--- config.mk ---
export PLATFORM = sky130hd
export DESIGN_NAME = refill_ctrl
export DESIGN_NICKNAME = d
export VERILOG_FILES = /design/src/cache_pkg.sv /design/src/refill_ctrl.sv
export SDC_FILE = /design/constraint.sdc
export NUM_CORES = 1
export LEC_CHECK = 0
export ABC_CLOCK_PERIOD_IN_PS = 5100
export BUFFER_PORTS_ARGS = -buffer_cell sky130_fd_sc_hd__buf_2
export CAP_MARGIN = 20
export CORE_AREA = 2 2 78 80
export CTS_CLUSTER_DIAMETER = 80
export CTS_CLUSTER_SIZE = 30
export DETAILED_ROUTE_END_ITERATION = 16
export DIE_AREA = 0 0 80 82
export GPL_TIMING_DRIVEN = 1
export PLACE_DENSITY = 0.82
export SLEW_MARGIN = 20
export SYNTH_ARGS = -nofsm -noshare
export SYNTH_HDL_FRONTEND = slang
export SYNTH_SLANG_ARGS = --single-unit
export TNS_END_PERCENT = 30
--- constraint.sdc ---
create_clock -name clk -period 5.1 [get_ports clk]
set_clock_uncertainty 0.1 [all_clocks]
set_input_delay 1.02 -clock clk [delete_from_list [all_inputs] [get_ports clk]]
set_output_delay 1.02 -clock clk [all_outputs]
set_load 0.02 [all_outputs]
--- src/cache_pkg.sv ---
package cache_pkg;

    // Processor address and data word widths
    localparam int ADDR_W = 48;
    localparam int WORD_W = 24;

    // Default geometry: 16 words per line, 16 lines
    localparam int OFF_BITS_DEF = 4;
    localparam int IDX_BITS_DEF = 4;

    // Refill sequencer states
    // REFILL_ISSUE pulses the backing request once the port is granted,
    // REFILL_WAIT holds until the beat's b_valid comes back
    typedef enum logic [1:0] {
        REFILL_IDLE  = 2'd0,
        REFILL_ISSUE = 2'd1,
        REFILL_WAIT  = 2'd2
    } refill_state_e;

endpackage

--- src/refill_ctrl.sv ---
`timescale 1ns/10ps

module refill_ctrl #(
    parameter int OFF_BITS = cache_pkg::OFF_BITS_DEF,
    parameter int IDX_BITS = cache_pkg::IDX_BITS_DEF,
    localparam int TAG_BITS = cache_pkg::ADDR_W - OFF_BITS - IDX_BITS
) (
    input  logic                         clk,
    input  logic                         rst,
    input  logic [cache_pkg::ADDR_W-1:0] f_addr,
    input  logic                         f_we,
    input  logic                         hit,
    input  logic                         b_valid,
    input  logic [cache_pkg::WORD_W-1:0] b_rdata,
    input  logic                         rf_grant,
    output logic                         stall,
    output logic                         store_hit,
    output logic                         rf_req,
    output logic [cache_pkg::ADDR_W-1:0] rf_addr,
    output logic                         fill_we,
    output logic [IDX_BITS-1:0]          fill_idx,
    output logic [OFF_BITS-1:0]          fill_off,
    output logic [cache_pkg::WORD_W-1:0] fill_data,
    output logic                         line_fill,
    output logic [TAG_BITS-1:0]          fill_tag
);

    cache_pkg::refill_state_e state;

    logic [IDX_BITS-1:0] miss_idx;
    logic [TAG_BITS-1:0] miss_tag;
    logic [OFF_BITS-1:0] beat_cnt;
    logic                read_miss;
    logic                last_beat;

    // Only loads allocate, a store miss just writes through
    assign read_miss = (state == cache_pkg::REFILL_IDLE) && !f_we && !hit;
    assign last_beat = &beat_cnt;

    assign stall     = (state != cache_pkg::REFILL_IDLE);
    assign store_hit = hit && f_we && !stall;

    // Beat address is the line base plus the beat count
    assign rf_req  = (state == cache_pkg::REFILL_ISSUE);
    assign rf_addr = {miss_tag, miss_idx, {OFF_BITS{1'b0}}}
                   + {{(cache_pkg::ADDR_W-OFF_BITS){1'b0}}, beat_cnt};

    // Each returned word goes straight into the data array
    assign fill_we   = (state == cache_pkg::REFILL_WAIT) && b_valid;
    assign fill_idx  = miss_idx;
    assign fill_off  = beat_cnt;
    assign fill_data = b_rdata;
    assign line_fill = fill_we && last_beat;
    assign fill_tag  = miss_tag;

    always_ff @(posedge clk or posedge rst) begin
        if (rst) begin
            state    <= cache_pkg::REFILL_IDLE;
            beat_cnt <= '0;
        end else begin
            case (state)
                cache_pkg::REFILL_IDLE: begin
                    if (read_miss) begin
                        state    <= cache_pkg::REFILL_ISSUE;
                        beat_cnt <= '0;
                    end
                end
                cache_pkg::REFILL_ISSUE: begin
                    // Held here while the write-through buffer drains
                    if (rf_grant) begin
                        state <= cache_pkg::REFILL_WAIT;
                    end
                end
                cache_pkg::REFILL_WAIT: begin
                    if (b_valid) begin
                        beat_cnt <= beat_cnt + 1'b1;
                        if (last_beat) begin
                            state <= cache_pkg::REFILL_IDLE;
                        end else begin
                            state <= cache_pkg::REFILL_ISSUE;
                        end
                    end
                end
                default: begin
                    state <= cache_pkg::REFILL_IDLE;
                end
            endcase
        end
    end

    // Line being refilled
    always_ff @(posedge clk) begin
        if (read_miss) begin
            miss_idx <= f_addr[OFF_BITS +: IDX_BITS];
            miss_tag <= f_addr[cache_pkg::ADDR_W-1 -: TAG_BITS];
        end
    end

endmodule

==> impl_metrics.py <==
metrics = {
    "clock_tree": {
        "h-tree-depth": 2,
        "numCtsBuffers": 5,
        "cts_root_buffer": "clkbuf_8",
        "ctsResizeCount": 0,
        "cts.path.max_buffers": 2,
        "cts_tree": "built",
        "hold_buffers": 0,
        "clock-sinks": 50,
        "cts_setup_buffers": 0,
        "clkSlewWorstSetupHoldPaths_ps": 90,
        "clock_latency_ps": 300,
    },
    "placement": {
        "dp_cells": 306,
        "post_dp_cell_area_sq_um": 2510,
        "hpwl_um": 3560,
        "place_ws_ps": 2280,
        "place.gp.congestion": 0.737,
        "port_buffers": 150,
    },
    "layout": {
        "n_fill_cell": 530,
        "instances_no_fill": 314,
        "nets": 317,
        "final_area_sq_um": 2620,
        "drive_gt1_frac": 0.682,
        "final_common_cell": "buf_2",
        "final_cell_mix": "buf_2, edfxtp_1, dfrtp_1",
        "final_util": 0.456,
        "area_delta_synth_final_pct": 18.9,
        "antennaDiodeCount": 0,
    },
    "logic_synthesis": {
        "yosys_warnings": 0,
        "synth_area_per_cell_sq_um": 14.4,
        "syn_inst": 153,
        "synth_area_sq_um": 2200,
        "synth_cell_types": 22,
        "ys_seq_elements": 50,
        "ys_seq_area_frac": 0.668,
        "synth_fp_nets": 232,
    },
    "sta": {
        "rsz0062_at_grt": "false",
        "fin_ws_ps": 2290,
        "worstMarginPinSlew_ps": 899,
        "clock.fmax_ghz": 0.356,
        "holdWs_ps": 456,
        "finalCriticalPeriod_ps": 2810,
        "slew_violations": 0,
        "hold_viol_final": 0,
        "finalSetupViolations": 0,
        "post-route-period-util": 0.551,
        "setup_tns_ps": 0,
        "slew_headroom": 0.400,
    },
    "setup_path": {
        "critical_path_required_ps": 3980,
        "worst_r2r_path_depth": 2,
        "max_stage_delay_ps": 160,
        "regToRegSetupSlack_ps": 2930,
        "cp_cell_sequence": "buf_2 > nand3_1 > inv_1 > and2_1 > buf_2",
        "cp_top_family": "buffers and inverters",
        "crit_buf_inv": 3,
        "critPathKind": "primary input to output port",
        "r2r_end": "fill_tag[3]",
        "reg2reg_from": "state[1]",
        "end_kind": "output port",
        "worstSetupStartpointType": "primary input",
        "path_max_fanout": 5,
        "cp.arrival_ps": 1690,
        "crit_top_cell": "buf_2",
        "slowest_stage": "inv_1",
    },
    "detailed_routing": {
        "vias": 1366,
        "ant_nets": 0,
        "wire_per_inst_um": 14.1,
        "via_per_inst": 4.35,
        "drc_errors": 0,
        "wl_um": 4430,
        "drt_iter0_drc": 43,
        "first_pass_iters": 4,
    },
    "global_route": {
        "grt_pass1_vias": 1157,
        "grt_usage": 0.121,
        "grt_pass1_wl_um": 5880,
        "antenna_found_initial": 0,
        "overflow": 0,
        "grt_max_degree": 45,
    },
    "status": {
        "outcome": "finished, final reports clean",
    },
    "floorplanning": {
        "rows": 28,
        "start_util": 0.383,
        "die_h_um": 82,
        "die-area_sq_um": 6560,
        "die_w_um": 80,
        "io_pins": 203,
        "core_sq_um": 5750,
    },
    "hold_path": {
        "min_to": "fill_off[3]",
        "hold_class": "flop to flop",
        "hold_depth": 1,
        "hp-start": "fill_off[3]",
    },
    "pwr": {
        "leakage_nw": 1.26,
        "finalPower_mw": 1.17,
        "vdd_ir_drop_max_uv": 223,
        "power.density_nw_per_um2": 448,
    },
    "job": {
        "drv_cap": 0,
    },
}
synth_stat cells:
library cell   n  area (sq um)
a22o_1         1          8.76
and2_1         1          6.26
and3_1         1          6.26
buf_4         72           541
dfrtp_1        6           150
edfxtp_1      44          1320
ha_1           1          12.5
inv_1          4          15.0
mux2i_1        1          10.0
nand2_1        5          18.8
nand3_1        3          15.0
nand3b_1       1          7.51
nand4_1        1          6.26
nor2_1         2          7.51
nor2b_1        1          6.26
o21ai_0        2          10.0
o21ai_2        1          8.76
o21ba_2        1          10.0
o31a_1         1          8.76
o31ai_1        2          15.0
or2_2          1          6.26
or4_4          1          11.3
registers in the layout, indices dropped and copies added (netlist names):
| register | count |
|---|---|
| fill_off | 4 |
| state | 2 |
| fill_tag | 40 |
| fill_idx | 4 |
final cells by class:
type,instances,area [sq um],share of cell area
Timing Repair Buffer,150,751,0.287
Clock buffer,5,68.8,0.0263
Multi-Input combinational cell,27,175,0.0669
Clock inverter,3,43.8,0.0167
Sequential cell,50,1470,0.562
Inverter,4,15.0,0.00573
Tap cell,75,93.8,0.0358
where the power goes:
part           leakage [nW]  switching [mW]  internal [mW]  total, mW
clock network        0.0585           0.130          0.147      0.277
logic                 0.714           0.229          0.108      0.337
registers             0.486          0.0421          0.518      0.560
routing by layer:
metal,vias up,track usage,part of all wire
met5,-,0,0
met4,0,0.0407,0.015
met3,10,0.0538,0.12
met2,101,0.210,0.51
met1,633,0.133,0.35
li1,622,-,-
worst reg2reg max path, cell delays in order (launching register included):
cell	delay, ps
dfrtp_1	460
or4_4	560
inv_2	670
logic make-up after synthesis:
logic type / share of synthesized area
buffers and inverters: 0.252
adder cells (fa/ha/maj): 0.00568
AND/OR/NAND/NOR: 0.0415
AO/OA/AOI/OAI: 0.0278
multiplexers: 0.00455
flip-flops: 0.668
how the worst max path moves through the flow:
stage / startpoint / to / slack, ps / depth (start not counted)
5_1_grt: b_valid / line_fill / 2200 / 5
3_3_place_gp: f_we / fill_tag[3] / 2300 / 3
4_1_cts: b_valid / line_fill / 2300 / 5
2_1_floorplan: f_we / fill_idx[0] / 2210 / 2
6_report: b_valid / line_fill / 2290 / 5
3_5_place_dp: f_we / fill_tag[35] / 2280 / 3
(Power assumes the default switching activity.)
