File: src/cache_pkg.sv
package cache_pkg;

    // Processor address and data word widths
    localparam int ADDR_W = 48;
    localparam int WORD_W = 24;

    // Default geometry: 16 words per line, 16 lines
    localparam int OFF_BITS_DEF = 4;
    localparam int IDX_BITS_DEF = 4;

    // Refill sequencer states
    // REFILL_ISSUE pulses the backing request once the port is granted,
    // REFILL_WAIT holds until the beat's b_valid comes back
    typedef enum logic [1:0] {
        REFILL_IDLE  = 2'd0,
        REFILL_ISSUE = 2'd1,
        REFILL_WAIT  = 2'd2
    } refill_state_e;

endpackage

File: src/wt_buffer.sv
`timescale 1ns/10ps

module wt_buffer (
    input  logic                         clk,
    input  logic                         rst,
    input  logic                         f_we,
    input  logic [cache_pkg::ADDR_W-1:0] f_addr,
    input  logic [cache_pkg::WORD_W-1:0] f_wdata,
    input  logic                         stall,
    input  logic                         rf_req,
    input  logic [cache_pkg::ADDR_W-1:0] rf_addr,
    output logic                         rf_grant,
    output logic                         b_req,
    output logic                         b_we,
    output logic [cache_pkg::ADDR_W-1:0] b_addr,
    output logic [cache_pkg::WORD_W-1:0] b_wdata
);

    logic                         pending;
    logic [cache_pkg::ADDR_W-1:0] st_addr;
    logic [cache_pkg::WORD_W-1:0] st_wdata;
    logic                         st_accept;
    logic                         beat_outstanding;

    assign st_accept = f_we && !stall;

    // Stalled with no request means a refill read is in flight
    assign beat_outstanding = stall && !rf_req;

    // Pending store has the port first, refill only gets it when empty
    assign rf_grant = !pending;
    assign b_we     = pending && !beat_outstanding;
    assign b_req    = rf_req && rf_grant;
    assign b_addr   = b_we ? st_addr : rf_addr;
    assign b_wdata  = st_wdata;

    // A new store may load in the same cycle the old one drains
    always_ff @(posedge clk or posedge rst) begin
        if (rst) begin
            pending <= 1'b0;
        end else if (st_accept) begin
            pending <= 1'b1;
        end else if (b_we) begin
            pending <= 1'b0;
        end
    end

    always_ff @(posedge clk) begin
        if (st_accept) begin
            st_addr  <= f_addr;
            st_wdata <= f_wdata;
        end
    end

endmodule

File: config.mk
export PLATFORM = sky130hd
export DESIGN_NAME = wt_buffer
export DESIGN_NICKNAME = d
export VERILOG_FILES = /design/src/cache_pkg.sv /design/src/wt_buffer.sv
export SDC_FILE = /design/constraint.sdc
export NUM_CORES = 1
export LEC_CHECK = 0
export ABC_AREA = 0
export BUFFER_PORTS_ARGS = -buffer_cell sky130_fd_sc_hd__buf_2
export CAP_MARGIN = 15
export CORE_UTILIZATION = 40
export CTS_BUF_LIST = sky130_fd_sc_hd__clkbuf_2
export DETAILED_ROUTE_END_ITERATION = 16
export PLACE_DENSITY = 0.79
export SLEW_MARGIN = 10
export SYNTH_ARGS = -nofsm -noshare
export SYNTH_HDL_FRONTEND = slang
export SYNTH_SLANG_ARGS = --single-unit
File: constraint.sdc
create_clock -name clk -period 4.3 [get_ports clk]
set_clock_uncertainty 0.2 [all_clocks]
set_input_delay 1.29 -clock clk [delete_from_list [all_inputs] [get_ports clk]]
set_output_delay 1.29 -clock clk [all_outputs]
set_load 0.01 [all_outputs]
==> results of run 1 <==
[metrics by stage]
stage	util (%)	total power [mW]	area [µm²]	setup WS [ps]
after floorplan	-	0.973	2840	472
after global placement	58.3	1.09	3980	434
after detailed placement	58.3	1.10	3980	364
after CTS	60.7	1.60	4150	362
after global routing	60.7	1.65	4150	332
final	60.7	1.58	4150	364
[power groups by stage]
stage | sequential [mW] | combinational (mW) | clock (mW)
after global routing | 0.852 | 0.248 | 0.548
after global placement | 0.863 | 0.227 | 0
final | 0.847 | 0.231 | 0.500
after CTS | 0.848 | 0.234 | 0.520
after floorplan | 0.870 | 0.104 | 0
after detailed placement | 0.864 | 0.233 | 0
[cell families (layout without fill, tap and decap cells)]
group	after synthesis	count (layout)	share of synthesized area [%]
flip-flops	73	73	77.0
multiplexers	48	48	20.2
buffers and inverters	9	223	1.85
AO/OA/AOI/OAI	2	2	0.573
AND/OR/NAND/NOR	2	2	0.352
[flip-flops by register name (all words and copies together), names as in the netlist]
name	count
b_wdata	24
pending	1
st_addr	48
[synth_stat cells, drive strengths merged]
cell type | number | area share [%]
edfxtp | 72 | 76
inv | 4 | 0.53
a21o | 1 | 0.26
a31o | 1 | 0.31
nor2b | 1 | 0.22
dfrtp | 1 | 0.88
buf | 5 | 1.3
mux2 | 48 | 20
nor2 | 1 | 0.13
[routing by layer]
layer | GRT usage [%] | vias up | routed length [µm]
li1 | - | 941 | -
met1 | 17.2 | 932 | 2390
met2 | 33.3 | 118 | 3540
met3 | 5.81 | 7 | 616
met4 | 7.88 | 0 | 66
met5 | 0 | - | 0
[area by class of cell]
cell class / instances / share of cell area, %
Timing Repair Buffer: 203 / 25.3
Tap cell: 96 / 2.90
Inverter: 4 / 0.362
Sequential cell: 73 / 52.7
Multi-Input combinational cell: 52 / 14.7
Clock buffer: 10 / 1.21
Clock inverter: 6 / 2.78
[worst min path at each step]
stage | end | startpoint | slack, ps
3_5_place_dp | pending | pending | 350
2_1_floorplan | pending | pending | 330
4_1_cts | pending | rst | 340
6_report | pending | rst | 410
3_3_place_gp | pending | pending | 350
5_1_grt | pending | rst | 330
==> impl_metrics.py, run 1 <==
metrics = {
    "run_status": {
        "outcome": "completed",
    },
    "logic_synthesis": {
        "ys_seq_area_share_pct": 77.0,
        "postSynthCellCount": 134,
        "yosysWarnings": 0,
        "netlist_area_um2": 2840,
        "synth.distinct_cells": 12,
        "avgSynthCellArea_um2": 21.2,
        "syn_nets": 259,
        "ys_seq_elements": 73,
    },
    "pwr": {
        "netSwitchingPower_mw": 0.361,
        "ir_worst_vdd_uv": 215,
        "power_frac_comb_pct": 14.6,
        "intPower_mw": 1.22,
        "p_clk_share_pct": 31.7,
        "p_leak_nw": 1.87,
        "swShare_pct": 22.9,
        "p_seq_share_pct": 53.7,
        "p_per_area_nw_per_um2": 381,
    },
    "timing": {
        "holdWs_ps": 406,
        "max_freq_mhz": 254,
        "finalSetupTns_ps": 0,
        "worst_pin_slew_ps": 332,
        "period_minus_slack_ps": 3940,
        "slew_headroom_pct": 77.9,
        "report.final.slew_viol_count": 0,
        "rsz0062_at_grt": "no",
        "setup_viol": 0,
        "period_share_pct": 91.5,
        "hold_viol": 0,
    },
    "floorplanning": {
        "pin_count": 200,
        "dieArea_um2": 7440,
        "rows": 30,
        "die_w_um": 86.3,
        "die_y_um": 86.3,
        "start_util_pct": 41.6,
        "core-area_um2": 6830,
    },
    "global_routing": {
        "track_usage_pct": 17.5,
        "grt_pass1_vias": 2034,
        "grt_max_degree": 43,
        "grt_pass1_wl_um": 9450,
        "antenna_found_initial": 0,
        "grt-ovfl-total": 0,
    },
    "layout": {
        "drive_above_1_share_pct": 77.9,
        "final_cell_mix": "buf_2, edfxtp_1, mux2_2",
        "antenna_cells": 0,
        "multiInputGateArea_um2": 609,
        "syn_to_final_growth_pct": 46.0,
        "register_area_um2": 2190,
        "mostFrequentLayoutCell": "buf_2",
        "nets": 468,
        "fill_cells": 580,
        "final_cells": 444,
    },
    "job": {
        "drv_cap": 0,
    },
    "worst_setup_path": {
        "arrival_ps": 2450,
        "reg2reg_from": "pending",
        "cp_num_cells": 6,
        "rr_worst_depth": 1,
        "path_buf_inv": 4,
        "worst_path_dominant_cell_family": "buffers and inverters",
        "worstSetupStartpoint": "rf_req",
        "crit_type": "in2out",
        "crit_top_cell": "buf_2",
        "critPathLaunchType": "input pin",
        "path_max_fanout": 19,
        "crit_path_end": "b_addr[16]",
        "slowest_delay_ps": 370,
        "ff2ff_setup_slack_ps": 3360,
        "cp.required_ps": 2810,
        "rr_endpoint": "pending",
        "cp-end-kind": "output port",
        "cp_cell_sequence": "buf_2, inv_1, a21o_2, buf_4, mux2_2, buf_2",
        "crit_slowest_cell": "mux2_2",
    },
    "route": {
        "wl_per_cell_um": 14.9,
        "first_pass_iters": 4,
        "antenna_left": 0,
        "routed_wl_um": 6620,
        "viasPerCell": 4.50,
        "drc": 0,
        "drt_iter0_drc": 62,
        "vias": 1998,
    },
    "clock_tree": {
        "numCtsBuffers": 9,
        "clk_path_buf_depth": 2,
        "cts-hold-fix-buffers": 0,
        "cts-resized-gates": 0,
        "cts.sinks": 73,
        "cts_root_buffer": "clkbuf_2",
        "tritoncts": "yes",
        "cts.clk_slew.worst_paths_ps": 200,
        "insertion_delay_ps": 460,
        "htreeDepth": 3,
        "postCtsSetupBuffers": 0,
    },
    "placed_design": {
        "port_buffers": 199,
        "placedCellCount": 428,
        "gp_congestion": 0.731,
        "hpwl_um": 5090,
    },
    "min_path": {
        "hp-class": "in2async",
    },
}
No activity file was read; power rests on OpenSTA's default activity.
==> inputs of run 2 (changes only) <==
--- a/config.mk
+++ b/config.mk
@@ -8,10 +8,11 @@
 export ABC_AREA = 0
 export BUFFER_PORTS_ARGS = -buffer_cell sky130_fd_sc_hd__buf_2
 export CAP_MARGIN = 15
-export CORE_UTILIZATION = 40
+export CORE_UTILIZATION = 45
 export CTS_BUF_LIST = sky130_fd_sc_hd__clkbuf_2
+export CTS_CLUSTER_DIAMETER = 200
 export DETAILED_ROUTE_END_ITERATION = 16
-export PLACE_DENSITY = 0.79
+export PLACE_DENSITY = 0.88
 export SLEW_MARGIN = 10
 export SYNTH_ARGS = -nofsm -noshare
 export SYNTH_HDL_FRONTEND = slang
==> impl_metrics.py, run 2 (synthesis results as in run 1) <==
metrics = {
    "run_status": {
        "outcome": "completed",
    },
    "pwr": {
        "power.total_mw": 1.37,
        "p_per_area_nw_per_um2": 340,
        "ir_worst_vdd_uv": 222,
        "p_leak_nw": 1.82,
    },
    "route": {
        "viasPerCell": 4.66,
        "vias": 1963,
        "antenna_left": 0,
        "routed_wl_um": 6490,
        "first_pass_iters": 4,
        "drt_iter0_drc": 52,
        "wl_per_cell_um": 15.4,
        "drc": 0,
    },
    "min_path": {
        "hp-class": "reg2reg",
    },
    "timing": {
        "period_share_pct": 91.9,
        "max_freq_mhz": 253,
        "setup_viol": 0,
        "report.final.slew_viol_count": 0,
        "slew_headroom_pct": 69.5,
        "period_minus_slack_ps": 3950,
        "hold_viol": 0,
        "finalSetupTns_ps": 0,
        "worst_pin_slew_ps": 458,
        "rsz0062_at_grt": "no",
    },
    "floorplanning": {
        "die_w_um": 81.4,
        "start_util_pct": 47.4,
        "rows": 28,
        "pin_count": 200,
        "core-area_um2": 5990,
        "die_y_um": 81.4,
        "dieArea_um2": 6630,
    },
    "worst_setup_path": {
        "crit_slowest_cell": "mux2_2",
        "cp_cell_sequence": "buf_2, inv_1, a21o_2, buf_12, mux2_2, buf_2",
        "ff2ff_setup_slack_ps": 3360,
        "crit_type": "in2out",
        "arrival_ps": 2460,
        "path_max_fanout": 48,
        "crit_top_cell": "buf_2",
        "cp-end-kind": "output port",
        "slowest_delay_ps": 380,
        "critPathLaunchType": "input pin",
        "cp.required_ps": 2810,
    },
    "clock_tree": {
        "htreeDepth": 3,
        "postCtsSetupBuffers": 0,
        "cts-resized-gates": 0,
        "numCtsBuffers": 9,
        "cts-hold-fix-buffers": 0,
        "cts.clk_slew.worst_paths_ps": 180,
        "tritoncts": "yes",
        "cts.sinks": 73,
        "cts_root_buffer": "clkbuf_2",
        "insertion_delay_ps": 460,
        "clk_path_buf_depth": 2,
    },
    "global_routing": {
        "grt-ovfl-total": 0,
        "grt_max_degree": 49,
        "grt_pass1_vias": 1924,
        "antenna_found_initial": 0,
        "track_usage_pct": 19.2,
        "grt_pass1_wl_um": 8900,
    },
    "placed_design": {
        "hpwl_um": 5090,
        "port_buffers": 199,
        "gp_congestion": 0.737,
    },
    "layout": {
        "antenna_cells": 0,
        "largest_reg_flops": 48,
        "nets": 467,
        "mostFrequentLayoutCell": "buf_2",
        "final_cell_mix": "buf_2, edfxtp_1, mux2_2",
        "largest_register": "st_addr",
        "drive_above_1_share_pct": 77.5,
        "syn_to_final_growth_pct": 41.5,
    },
    "job": {
        "drv_cap": 0,
    },
}
-- run 2: changes by cell type in the layout (fill, tap and decap cells not counted), sizes merged --
cell      before  now
clkinvlp       1    3
inv            5    4
clkbuf        10    9
clkinv         1    3
bufinv         3    0
buf          203  202
-- run 2: through the flow --
step / util [%] / std cells / worst slack, ps / hold slack (ps) / instance area, µm²
final: 67.1 / 421 / 347 / 409 / 4020
after floorplan: - / 134 / 472 / 327 / 2840
after detailed placement: 65.7 / 406 / 361 / 370 / 3940
after global placement: 65.7 / 406 / 401 / 335 / 3940
after CTS: 67.1 / 421 / 337 / 381 / 4020
after global routing: 67.1 / 421 / 296 / 377 / 4020
-- run 2: per-layer routing --
metal / share of wire, % / up-vias / global-route usage (%) / wire length (µm)
li1: - / 936 / - / -
met1: 35 / 890 / 19.2 / 2240
met2: 52 / 129 / 34.4 / 3340
met3: 13 / 8 / 8.00 / 828
met4: 1.2 / 0 / 8.57 / 76
met5: 0 / - / 0 / 0
-- run 2: power breakdown --
group	total (mW)	leakage, nW	internal [mW]	switching, mW
Sequential	0.846	0.688	0.834	0.0123
Combinational	0.228	1.08	0.125	0.102
Clock	0.293	0.0472	0.0684	0.225
Total	1.37	1.82	1.03	0.339
-- run 2: final timing paths --
check / start / endpoint / depth (start not counted)
worst max-delay path: rf_req / b_addr[25] / 6
worst min-delay path: pending / pending / 1
worst max register to register: pending / pending / 1
worst min register to register: pending / pending / 1
max in group asynchronous: rst / pending / 2
min in group asynchronous: rst / pending / 2
-- run 2: worst max-delay path, delay by kind of cell --
family | cells | cell delay, ps
AO/OA/AOI/OAI | 1 | 170
buffers and inverters | 4 | 600
multiplexers | 1 | 380
-- run 2: area by class of cell --
cell class / count / area (µm²)
multi-input combinational: 52 / 609
clock inverter: 6 / 36.3
clock buffer: 9 / 45.0
fill: 432 / 1970
tap: 75 / 93.8
sequential: 73 / 2190
inverter: 4 / 15.0
timing repair buffer: 202 / 1030
==> inputs of run 3 (changes only) <==
==> constraint.sdc (replaced) <==
create_clock -name clk -period 4.3 [get_ports clk]
set_clock_uncertainty 0.2 [all_clocks]
set_input_delay 0.645 -clock clk [delete_from_list [all_inputs] [get_ports clk]]
set_output_delay 0.645 -clock clk [all_outputs]
set_load 0.01 [all_outputs]
==> impl_metrics.py, run 3 (synthesis results as in run 1) <==
metrics = {
    "timing": {
        "rsz0062_at_grt": "no",
        "period_share_pct": 69.5,
        "max_freq_mhz": 334,
        "period_minus_slack_ps": 2990,
        "hold_viol": 0,
        "setup_viol": 0,
        "slew_headroom_pct": 37.8,
        "report.final.slew_viol_count": 0,
        "finalSetupTns_ps": 0,
        "worst_pin_slew_ps": 931,
    },
    "global_routing": {
        "grt_pass1_wl_um": 9230,
        "antenna_found_initial": 0,
        "grt_max_degree": 50,
        "grt-ovfl-total": 0,
        "grt_pass1_vias": 2006,
        "track_usage_pct": 20.2,
    },
    "clock_tree": {
        "tritoncts": "yes",
        "cts-resized-gates": 0,
        "cts_root_buffer": "clkbuf_2",
        "htreeDepth": 3,
        "cts.sinks": 73,
        "numCtsBuffers": 9,
        "insertion_delay_ps": 480,
        "postCtsSetupBuffers": 0,
        "clk_path_buf_depth": 2,
        "cts.clk_slew.worst_paths_ps": 190,
    },
    "worst_setup_path": {
        "cp-end-kind": "output port",
        "arrival_ps": 2150,
        "path_max_fanout": 49,
        "crit_type": "reg2out",
        "critPathLaunchType": "flip-flop",
        "cp.required_ps": 3450,
    },
    "run_status": {
        "outcome": "completed",
    },
    "placed_design": {
        "port_buffers": 199,
        "hpwl_um": 5250,
        "gp_congestion": 0.745,
        "post_dp_cell_area_um2": 3930,
    },
    "pwr": {
        "ir_worst_vdd_uv": 259,
        "p_leak_nw": 1.85,
        "p_per_area_nw_per_um2": 364,
    },
    "floorplanning": {
        "start_util_pct": 47.4,
        "die_w_um": 81.4,
        "rows": 28,
        "die_y_um": 81.4,
        "pin_count": 200,
        "core-area_um2": 5990,
        "dieArea_um2": 6630,
    },
    "layout": {
        "nets": 467,
        "syn_to_final_growth_pct": 43.3,
        "largest_register": "st_addr",
        "antenna_cells": 0,
        "mostFrequentLayoutCell": "buf_2",
        "drive_above_1_share_pct": 76.9,
        "design_area_um2": 4070,
        "final_cell_mix": "buf_2, edfxtp_1, mux2_2",
        "largest_reg_flops": 48,
    },
    "route": {
        "first_pass_iters": 4,
        "drc": 0,
        "viasPerCell": 4.67,
        "vias": 1971,
        "wl_per_cell_um": 15.8,
        "routed_wl_um": 6670,
        "drt_iter0_drc": 65,
        "antenna_left": 0,
    },
    "min_path": {
        "hp-class": "in2reg",
    },
    "job": {
        "drv_cap": 0,
    },
}
run 3: changes by cell type in the layout (fill, tap and decap cells not counted), sizes merged:
| cell | delta |
|---|---|
| clkinv | +1 |
| bufinv | +2 |
| dlygate4sd3 | +1 |
| buf | -1 |
| clkinvlp | -2 |
run 3: report_power, final:
| part | leakage, nW | switching [mW] | internal, mW |
|---|---|---|---|
| sequential | 0.688 | 0.0126 | 0.834 |
| clock | 0.0768 | 0.221 | 0.187 |
| combinational | 1.08 | 0.104 | 0.125 |
| total | 1.85 | 0.337 | 1.15 |
run 3: per-layer routing:
layer / vias up / share of wire, % / GRT usage [%]
met4: 0 / 2.3 / 10.9
li1: 940 / - / -
met1: 878 / 33 / 19.3
met3: 13 / 13 / 8.78
met2: 140 / 52 / 36.0
met5: - / 0 / 0
run 3: metrics by stage:
step           power, mW  utilization (%)  hold WS, ps  cells  setup WS [ps]
2_1_floorplan      0.973                -          174    134           1120
3_3_place_gp        1.09             65.6          280    405           1470
3_5_place_dp        1.09             65.6          288    405           1440
4_1_cts             1.50             67.9         59.5    422           1240
5_1_grt             1.55             67.9         48.1    422           1140
6_report            1.48             67.9          119    422           1310
run 3: final cells by class:
type                            count  area [µm²]
Multi-Input combinational cell     52         609
Inverter                            4        15.0
Clock buffer                        9        45.0
Timing Repair Buffer              202        1030
Sequential cell                    73        2190
Fill cell                         432        1920
Clock inverter                      7        85.1
Tap cell                           75        93.8
run 3: worst paths after layout:
check                      startpoint    endpoint  slack [ps]  cells past startpoint
max in group asynchronous         rst     pending        3490                      3
hold / removal              f_addr[8]  st_addr[8]         120                      1
hold reg to reg               pending     pending         410                      1
min in group asynchronous         rst     pending         310                      3
setup reg to reg              pending     pending        3350                      1
setup / recovery              pending  b_addr[25]        1310                      5
run 3: worst max-delay path, stage by stage (launching register included):
cell and delay (ps):
dfrtp_1 450, inv_2 70, a21o_2 80, buf_4 500, mux2_2 420, buf_2 140
run 3: repair_timing:
item                       CTS  global route
hold endpoints to repair     1             0
hold buffers                 1             0
setup endpoints to repair    0             0
